`src/common/hist_defines.svh`:
```
`ifndef HIST_DEFINES_SVH
`define HIST_DEFINES_SVH

// --------------------
// histogram geometry
// --------------------

// width of a bin index, so the histogram has 2**HIST_BIN_BITS bins.
`define HIST_BIN_BITS 6

// width of one bin counter. counts stop at the all-ones value.
`define HIST_COUNT_BITS 8

// --------------------
// acquisition control
// --------------------

// width of the laser cycle target and of the cycle counter.
`define HIST_CYCLE_BITS 16

// low code bits that are dropped in coarse mode.
`define HIST_COARSE_SHIFT 2

`endif

```
`src/common/hist_pkg.sv`:
```
`include "hist_defines.svh"

package hist_pkg;

    // --------------------
    // builder phases
    // --------------------

    typedef enum logic [2:0] {
        IDLE,
        CLEAR,
        COUNT,
        DRAIN,
        READOUT,
        FINISH
    } state_e;

    // --------------------
    // datapath words
    // --------------------

    // one hit from the TDC.
    typedef struct packed {
        logic                        valid;
        logic [`HIST_BIN_BITS-1:0]   code;
    } hit_t;

    // one word of the readout stream.
    typedef struct packed {
        logic                        valid;
        logic [`HIST_BIN_BITS-1:0]   index;
        logic [`HIST_COUNT_BITS-1:0] count;
    } bin_out_t;

    typedef struct packed {
        logic [`HIST_BIN_BITS-1:0]   index;
        logic [`HIST_COUNT_BITS-1:0] count;
    } peak_t;

endpackage

```
`src/common/hist_cfg_pkg.sv`:
```
`include "hist_defines.svh"

package hist_cfg_pkg;

    // --------------------
    // write opcodes
    // --------------------

    typedef enum logic [1:0] {
        SET_CYCLES,  // cfg_data holds the laser cycle target.
        SET_MODE,    // bit 0 of cfg_data selects coarse bins.
        START
    } cfg_op_e;

    // --------------------
    // held configuration
    // --------------------

    // stays constant while a run is in progress.
    typedef struct packed {
        logic [`HIST_CYCLE_BITS-1:0] cycles;
        logic                        coarse;
    } cfg_t;

endpackage

```
`src/hist_cfg_regs.sv`:
```
`include "hist_defines.svh"

module hist_cfg_regs (
    input  logic                          clk,
    input  logic                          res,
    input  logic                          cfg_wr,
    input  hist_cfg_pkg::cfg_op_e         cfg_op,
    input  logic [`HIST_CYCLE_BITS-1:0]   cfg_data,
    input  logic                          busy,
    output hist_cfg_pkg::cfg_t            cfg,
    output logic                          start
);

    localparam logic [`HIST_CYCLE_BITS-1:0] cycles_rst = 1;

    logic wr_ok;

    // a running acquisition locks the configuration.
    assign wr_ok = cfg_wr && !busy;

    // --------------------
    // held configuration
    // --------------------

    always_ff @(posedge clk or negedge res) begin
        if (!res) begin
            cfg.cycles <= cycles_rst;
            cfg.coarse <= 1'b0;  // fine mode out of reset.
        end else if (wr_ok) begin
            case (cfg_op)
                hist_cfg_pkg::SET_CYCLES: begin
                    cfg.cycles <= cfg_data;
                end
                hist_cfg_pkg::SET_MODE: begin
                    cfg.coarse <= cfg_data[0];
                end
                default: begin
                    cfg <= cfg;
                end
            endcase
        end
    end

    // --------------------
    // start strobe
    // --------------------

    // the start pulse is decoded in the write cycle itself so that the
    // builder leaves idle on the very next edge.
    assign start = wr_ok && (cfg_op == hist_cfg_pkg::START);

endmodule

```
`src/hist_builder/hist_bin_ram.sv`:
```
`include "hist_defines.svh"

module hist_bin_ram (
    input  logic                          clk,
    input  logic [`HIST_BIN_BITS-1:0]     addr,
    input  logic                          we,
    input  logic [`HIST_COUNT_BITS-1:0]   wdata,
    output logic [`HIST_COUNT_BITS-1:0]   rdata
);

    localparam int depth = 1 << `HIST_BIN_BITS;

    logic [`HIST_COUNT_BITS-1:0] mem [0:depth-1];
    logic [`HIST_BIN_BITS-1:0]   addr_q;  // address of the word now on rdata.

    // The port works as a read-modify-write port. The read is registered,
    // and a write lands at the address that was read one cycle earlier,
    // which is the word whose data is on rdata during the write.
    // A read of the word being written returns the old value.

    always_ff @(posedge clk) begin
        addr_q <= addr;
        rdata  <= mem[addr];
        if (we) begin
            mem[addr_q] <= wdata;
        end
    end

endmodule

```
`src/hist_builder/hist_builder_fsm.sv`:
```
`include "hist_defines.svh"

module hist_builder_fsm (
    input  logic                          clk,
    input  logic                          res,
    input  logic                          start,
    input  hist_cfg_pkg::cfg_t            cfg,
    input  hist_pkg::hit_t                hit,
    input  logic                          cycle_end,
    input  logic [`HIST_COUNT_BITS-1:0]   rdata,
    output logic [`HIST_BIN_BITS-1:0]     addr,
    output logic                          we,
    output logic [`HIST_COUNT_BITS-1:0]   wdata,
    output logic                          busy,
    output logic                          counting,
    output logic                          done,
    output hist_pkg::bin_out_t            out
);

    localparam logic [`HIST_BIN_BITS-1:0]   bin_one = 1;
    localparam logic [`HIST_COUNT_BITS-1:0] cnt_one = 1;
    localparam logic [`HIST_CYCLE_BITS-1:0] cyc_one = 1;

    hist_pkg::state_e state;
    hist_pkg::state_e state_nxt;

    logic [`HIST_BIN_BITS-1:0]   ptr;       // clear, drain and readout position.
    logic                        rd_tail;
    logic                        clr_we;
    logic [`HIST_CYCLE_BITS-1:0] cyc_cnt;
    logic                        cyc_last;
    logic [`HIST_BIN_BITS-1:0]   hit_map;
    logic                        s1_valid;  // read stage.
    logic [`HIST_BIN_BITS-1:0]   s1_bin;
    logic                        s2_valid;  // write stage.
    logic [`HIST_BIN_BITS-1:0]   s2_bin;
    logic                        fwd_valid;
    logic [`HIST_COUNT_BITS-1:0] fwd_data;
    logic [`HIST_COUNT_BITS-1:0] base;
    logic [`HIST_COUNT_BITS-1:0] incr;
    logic                        rd_valid;
    logic [`HIST_BIN_BITS-1:0]   rd_index;

    // --------------------
    // phase sequencing
    // --------------------

    assign cyc_last = cycle_end && ((cyc_cnt + cyc_one) == cfg.cycles);

    always_comb begin
        state_nxt = state;
        case (state)
            hist_pkg::IDLE: begin
                if (start) begin
                    state_nxt = hist_pkg::CLEAR;
                end
            end
            hist_pkg::CLEAR: begin
                if (ptr == '1) begin
                    // a zero target skips counting altogether.
                    state_nxt = (cfg.cycles == '0) ? hist_pkg::DRAIN : hist_pkg::COUNT;
                end
            end
            hist_pkg::COUNT: begin
                if (cyc_last) begin
                    state_nxt = hist_pkg::DRAIN;
                end
            end
            hist_pkg::DRAIN: begin
                if (ptr[0]) begin
                    state_nxt = hist_pkg::READOUT;
                end
            end
            hist_pkg::READOUT: begin
                if (rd_tail) begin
                    state_nxt = hist_pkg::FINISH;
                end
            end
            hist_pkg::FINISH: begin
                state_nxt = start ? hist_pkg::CLEAR : hist_pkg::IDLE;
            end
            default: begin
                state_nxt = hist_pkg::IDLE;
            end
        endcase
    end

    always_ff @(posedge clk or negedge res) begin
        if (!res) begin
            state     <= hist_pkg::IDLE;
            ptr       <= '0;
            rd_tail   <= 1'b0;
            clr_we    <= 1'b0;
            cyc_cnt   <= '0;
            s1_valid  <= 1'b0;
            s2_valid  <= 1'b0;
            fwd_valid <= 1'b0;
            rd_valid  <= 1'b0;
        end else begin
            state    <= state_nxt;
            clr_we   <= (state == hist_pkg::CLEAR);  // the write trails the address.
            s1_valid <= (state == hist_pkg::COUNT) && hit.valid;
            s2_valid <= s1_valid;
            // the read in stage 1 missed the write that stage 2 makes now.
            fwd_valid <= s1_valid && s2_valid && (s1_bin == s2_bin);
            rd_valid  <= (state == hist_pkg::READOUT) && !rd_tail;
            case (state)
                hist_pkg::CLEAR: begin
                    ptr <= ptr + bin_one;  // wraps to zero for the drain.
                end
                hist_pkg::COUNT: begin
                    if (cycle_end) begin
                        cyc_cnt <= cyc_cnt + cyc_one;
                    end
                end
                hist_pkg::DRAIN: begin
                    ptr <= ptr[0] ? '0 : ptr + bin_one;
                end
                hist_pkg::READOUT: begin
                    if (!rd_tail) begin
                        ptr <= ptr + bin_one;
                        rd_tail <= (ptr == '1);
                    end else begin
                        rd_tail <= 1'b0;
                    end
                end
                default: begin
                    ptr     <= '0;
                    cyc_cnt <= '0;
                    rd_tail <= 1'b0;
                end
            endcase
        end
    end

    // --------------------
    // count pipeline
    // --------------------

    assign hit_map = cfg.coarse ? (hit.code >> `HIST_COARSE_SHIFT) : hit.code;

    always_ff @(posedge clk) begin
        s1_bin   <= hit_map;
        s2_bin   <= s1_bin;
        fwd_data <= incr;
        rd_index <= ptr;
    end

    assign base = fwd_valid ? fwd_data : rdata;
    assign incr = (base == '1) ? base : base + cnt_one;  // saturating add.

    // --------------------
    // memory port and outputs
    // --------------------

    assign addr  = (state == hist_pkg::COUNT || state == hist_pkg::DRAIN) ? s1_bin : ptr;
    assign we    = clr_we || s2_valid;
    assign wdata = clr_we ? '0 : incr;

    assign busy     = (state != hist_pkg::IDLE) && (state != hist_pkg::FINISH);
    assign counting = (state == hist_pkg::COUNT);
    assign done     = (state == hist_pkg::FINISH);

    assign out = '{valid: rd_valid, index: rd_index, count: rdata};

endmodule

```
`src/hist_builder/hist_peak_tracker.sv`:
```
`include "hist_defines.svh"

module hist_peak_tracker (
    input  logic               clk,
    input  logic               res,
    input  hist_pkg::bin_out_t bin,
    output hist_pkg::peak_t    peak
);

    logic first;
    logic higher;
    logic take;

    // --------------------
    // compare
    // --------------------

    // index 0 opens a new readout and always loads.
    assign first  = (bin.index == '0);
    assign higher = (bin.count > peak.count);  // a tie keeps the lower index.
    assign take   = bin.valid && (first || higher);

    // --------------------
    // held maximum
    // --------------------

    always_ff @(posedge clk or negedge res) begin
        if (!res) begin
            peak <= '0;
        end else if (take) begin
            peak <= '{index: bin.index, count: bin.count};
        end
    end

    // The last word of a readout is taken on the edge before done, so the
    // peak output is final when done is high.

endmodule

```
`src/hist_top.sv`:
```
`include "hist_defines.svh"

module hist_top (
    input  logic                          clk,
    input  logic                          res,
    input  logic                          cfg_wr,
    input  hist_cfg_pkg::cfg_op_e         cfg_op,
    input  logic [`HIST_CYCLE_BITS-1:0]   cfg_data,
    input  logic                          hit,
    input  logic [`HIST_BIN_BITS-1:0]     hit_bin,
    input  logic                          cycle_end,
    output logic                          busy,
    output logic                          counting,
    output logic                          done,
    output hist_pkg::bin_out_t            out,
    output hist_pkg::peak_t               peak
);

    hist_cfg_pkg::cfg_t          cfg;
    hist_pkg::hit_t              hit_s;
    logic                        start;
    logic [`HIST_BIN_BITS-1:0]   ram_addr;
    logic                        ram_we;
    logic [`HIST_COUNT_BITS-1:0] ram_wdata;
    logic [`HIST_COUNT_BITS-1:0] ram_rdata;

    assign hit_s = '{valid: hit, code: hit_bin};

    hist_cfg_regs hist_cfg_regs_i (
        .clk      (clk),
        .res      (res),
        .cfg_wr   (cfg_wr),
        .cfg_op   (cfg_op),
        .cfg_data (cfg_data),
        .busy     (busy),
        .cfg      (cfg),
        .start    (start)
    );

    hist_builder_fsm hist_builder_fsm_i (
        .clk       (clk),
        .res       (res),
        .start     (start),
        .cfg       (cfg),
        .hit       (hit_s),
        .cycle_end (cycle_end),
        .rdata     (ram_rdata),
        .addr      (ram_addr),
        .we        (ram_we),
        .wdata     (ram_wdata),
        .busy      (busy),
        .counting  (counting),
        .done      (done),
        .out       (out)
    );

    hist_bin_ram hist_bin_ram_i (
        .clk   (clk),
        .addr  (ram_addr),
        .we    (ram_we),
        .wdata (ram_wdata),
        .rdata (ram_rdata)
    );

    hist_peak_tracker hist_peak_tracker_i (
        .clk  (clk),
        .res  (res),
        .bin  (out),
        .peak (peak)
    );

endmodule

```
`config.mk`:
```
export PLATFORM = sky130hd
export DESIGN_NAME = hist_top
export DESIGN_NICKNAME = d
export VERILOG_FILES = /design/src/common/hist_pkg.sv /design/src/common/hist_cfg_pkg.sv /design/src/hist_cfg_regs.sv /design/src/hist_builder/hist_bin_ram.sv /design/src/hist_builder/hist_builder_fsm.sv /design/src/hist_builder/hist_peak_tracker.sv /design/src/hist_top.sv
export VERILOG_INCLUDE_DIRS = /design/src /design/src/common
export SDC_FILE = /design/constraint.sdc
export NUM_CORES = 1
export LEC_CHECK = 0
export BUFFER_PORTS_ARGS = -buffer_cell sky130_fd_sc_hd__buf_2
export CAP_MARGIN = 20
export CORE_UTILIZATION = 65
export CTS_CLUSTER_DIAMETER = 30
export CTS_CLUSTER_SIZE = 20
export DETAILED_ROUTE_END_ITERATION = 6
export PLACE_DENSITY = 0.82
export SYNTH_ARGS = -nofsm -noshare
export SYNTH_HDL_FRONTEND = slang
export SYNTH_SLANG_ARGS = --single-unit
export TNS_END_PERCENT = 30
```
`constraint.sdc`:
```
create_clock -name clk -period 7.84 [get_ports clk]
set_input_delay 0.392 -clock clk [delete_from_list [all_inputs] [get_ports clk]]
set_output_delay 0.392 -clock clk [all_outputs]
set_load 0.1 [all_outputs]
```
==> results.py <==
metrics = {
    "detailed_routing": {
        "routed_via_density": 6.618,
        "routedWlPerCell_um": 25.00,
        "drtIter0Drc": 2249,
        "vias": 16250,
        "drc": 8,
        "firstDrtPassIters": 7,
        "antenna_left": 0,
        "drt_wl_total_um": 61370,
    },
    "timing": {
        "setup_viol": 0,
        "finalSetupTns_ns": 0,
        "hold_slack_ns": 0.01439,
        "tightest_slew_ns": 1.018,
        "fin_crit_ns": 4.980,
        "max_freq_mhz": 200.8,
        "maxSlewViolCount": 0,
        "slew_headroom_pct": 31.67,
        "rsz0062_at_grt": "no",
        "finalHoldViolations": 0,
        "min_period_over_period_pct": 63.52,
        "fin_skew_ns": 0.02886,
    },
    "critical_path": {
        "crit_path_start_kind": "register",
        "slowest_delay_ns": 0.88,
        "worstSetupPathType": "register to register",
        "crit_family": "simple AND/OR/NAND/NOR gates",
        "cp_num_buf_inv": 2,
        "arrival_ns": 5.47,
        "crit_path_max_fanout": 107,
        "endpoint_kind": "register",
        "crit_chain": "nor2b_2 -> mux2i_4 -> inv_8 -> buf_4 -> mux2i_1 -> o22ai_1 -> o21ai_0 -> nand4_1 -> or2_1",
        "required_ns": 8.33,
        "cpMaxStageDelayCell": "mux2i_4",
    },
    "yosys": {
        "post-synth-top-area-cell": "edfxtp_1",
        "ys_warn_count": 0,
        "ys.flop_type": "edfxtp_1",
        "synth_cell_types": 64,
        "synth_top_cells_by_area": "edfxtp_1, dfrtp_1, mux2i_1",
        "netlist_area_mm2": 0.02497,
        "synth_commonest_cells": "edfxtp_1, nand2_1, mux2i_1, nor2_1, nand3_1",
        "synth_cells": 1776,
        "synth_nets": 1817,
        "synth-edff-count": 512,
        "syn_avg_cell_area_um2": 14.06,
        "synth_seq_area_share_pct": 70.99,
        "synth_top_area_share_pct": 61.57,
        "yosysMostFrequentCell": "edfxtp_1",
        "ys_seq_elements": 614,
        "ys_async_sr_fraction_pct": 10.10,
    },
    "finish": {
        "instances_no_fill": 2455,
        "area_growth_pct": 16.67,
        "drive_above_1_share_pct": 16.15,
        "fin_area_mm2": 0.02914,
        "diodes": 0,
        "nNetsFinal": 1904,
    },
    "floorplanning": {
        "fp.dieH_um": 198.0,
        "num_rows": 71,
        "fp.dieW_um": 198.0,
        "num_io_pins": 61,
        "start_util_pct": 66.14,
        "dieArea_mm2": 0.03921,
        "core_area_mm2": 0.03776,
    },
    "grt": {
        "grt.busiest_layer": "met2",
        "grt_use_met1_pct": 43.97,
        "antenna_found_initial": 0,
        "grt_pass1_vias": 15950,
        "grt_usage_pct": 32.06,
        "grtUsageMet2_pct": 49.27,
        "grt_use_met3_pct": 7.477,
        "grt_max_degree": 108,
        "grt_overflow": 0,
        "grt_first_pass_wirelength_um": 93180,
    },
    "clock_tree": {
        "numCtsBuffers": 98,
        "clk_pin_slew_ns": 0.06,
        "hold_buffers": 6,
        "ctsResizeCount": 0,
        "post-cts-setup-buffers": 0,
        "tritoncts": "yes",
        "htreeDepth": 3,
        "cts_buffer_depth": 3,
        "cts.sink_count": 614,
        "clock_latency_ns": 0.62,
        "cts-root-buf": "clkbuf_16",
    },
    "power_and_ir_drop": {
        "p_leak_uw": 0.009343,
        "p_int_uw": 6304,
        "power_density_mw_per_mm2": 270.7,
        "netSwitchingFraction_pct": 20.09,
        "p_sw_uw": 1585,
        "p_clk_share_pct": 55.1,
        "vdd_drop_max_mv": 0.1772,
        "p_seq_share_pct": 44.5,
        "pwr-share-comb_pct": 0.4,
    },
    "status": {
        "failed_checks": "design-rule violations",
        "status": "finished, violations left",
    },
    "run": {
        "cap_violations": 0,
    },
    "placed_design": {
        "place_hpwl_um": 34710,
        "placed_cells": 2267,
        "dpl_cell_area_mm2": 0.02568,
        "numPortBuffers": 60,
        "place_congestion": 0.8804,
    },
    "min_path": {
        "hold_class": "primary input to register",
    },
}
path summary, 6_finish.rpt:
check / from / endpoint / slack (ns) / cells after the start
min reg2reg: hist_builder_fsm_i.s1_valid / hist_builder_fsm_i.s2_valid / 0.41 / 0
max reg2reg: hist_builder_fsm_i.state[1] / hist_bin_ram_i.rdata[5] / 2.86 / 9
min: hit_bin[1] / hist_builder_fsm_i.s1_bin[1] / 0.01 / 2
max in group asynchronous: res / hist_builder_fsm_i.state[1] / 6.81 / 3
max: hist_builder_fsm_i.state[1] / hist_bin_ram_i.rdata[5] / 2.86 / 9
min in group asynchronous: res / hist_builder_fsm_i.s1_valid / 0.48 / 3
cells by family (layout without fill, tap and decap cells):
| logic type | after synthesis | count (layout) | synth area share (%) |
|---|---|---|---|
| AOI/OAI and AO/OA | 220 | 220 | 5.727 |
| xor gates and xnor gates | 31 | 31 | 1.087 |
| adders and majority gates | 12 | 12 | 0.6012 |
| buffers and inverters | 114 | 282 | 1.989 |
| DFF | 614 | 614 | 70.99 |
| muxes | 193 | 193 | 8.452 |
| and+or+nand+nor | 592 | 592 | 11.15 |
worst register-to-register path, stage by stage, from the launching register on:
cell	delay [ns]
dfrtp_1	0.68
nor2b_2	0.77
mux2i_4	0.89
inv_8	0.47
buf_4	0.56
mux2i_1	0.29
o22ai_1	0.11
o21ai_0	0.63
nand4_1	0.22
or2_1	0.26
per-layer routing:
layer / wire (um) / vias up / share of wire (%)
met2: 28340 / 1262 / 46
met5: 0 / - / 0
li1: - / 6935 / -
met1: 23070 / 7849 / 38
met3: 7581 / 200 / 12
met4: 2384 / 0 / 3.9
final cells by class:
cell class | count | area, um2
multi-input cells | 1048 | 6810
repair buffers | 85 | 503.0
clock inverters | 60 | 670.6
fillers | 1928 | 8618
flip-flops and latches | 614 | 17730
well taps | 511 | 639.4
inverters | 16 | 67.56
clock buffers | 121 | 2718
sequential cells by signal, indices dropped and copies added (netlist names), 3 cells and up:
| signal | count |
|---|---|
| hist_bin_ram_i.addr_q | 6 |
| hist_bin_ram_i.mem | 512 |
| hist_bin_ram_i.rdata | 8 |
| hist_builder_fsm_i.cyc_cnt | 16 |
| hist_builder_fsm_i.fwd_data | 8 |
| hist_builder_fsm_i.ptr | 6 |
| hist_builder_fsm_i.rd_index | 6 |
| hist_builder_fsm_i.s1_bin | 6 |
| hist_builder_fsm_i.s2_bin | 6 |
| hist_builder_fsm_i.state | 3 |
| hist_cfg_regs_i.cfg | 17 |
| hist_peak_tracker_i.peak | 14 |
power groups by stage:
stage | clock, uW | sequential (uW) | combinational (uW)
global route | 4500 | 3500 | 36.2
floorplan | 0 | 3570 | 13.6
CTS | 4360 | 3510 | 32.9
detailed placement | 0 | 3570 | 29.9
finish | 4350 | 3510 | 32.6
global placement | 0 | 3570 | 29.0
cells in the final DEF, fill, tap and decap left out, types with 14 or more instances in the layout:
| cell type | netlist | routed |
|---|---|---|
| clkbuf_16 | 0 | 105 |
| nor2_1 | 99 | 98 |
| a32oi_1 | 33 | 33 |
| mux2_2 | 33 | 33 |
| xnor2_1 | 22 | 22 |
| dfxtp_1 | 40 | 40 |
| o22ai_1 | 62 | 62 |
| nand3b_1 | 14 | 14 |
| inv_1 | 14 | 14 |
| buf_4 | 4 | 19 |
| a21oi_1 | 19 | 19 |
| edfxtp_1 | 512 | 512 |
| o21ai_0 | 60 | 60 |
| buf_2 | 30 | 60 |
| mux2i_1 | 149 | 149 |
| nand4_1 | 57 | 57 |
| nand3_1 | 93 | 93 |
| dfrtp_1 | 61 | 61 |
| nand2_1 | 241 | 241 |
stage by stage:
stage	power, uW	utilization [%]	worst slack, ns
floorplan	3581	-	3.630
global placement	3599	68.02	3.020
detailed placement	3600	68.02	2.873
CTS	7897	77.15	2.891
global route	8046	77.17	2.668
finish	7889	77.17	2.860
(Power assumes the default switching activity.)
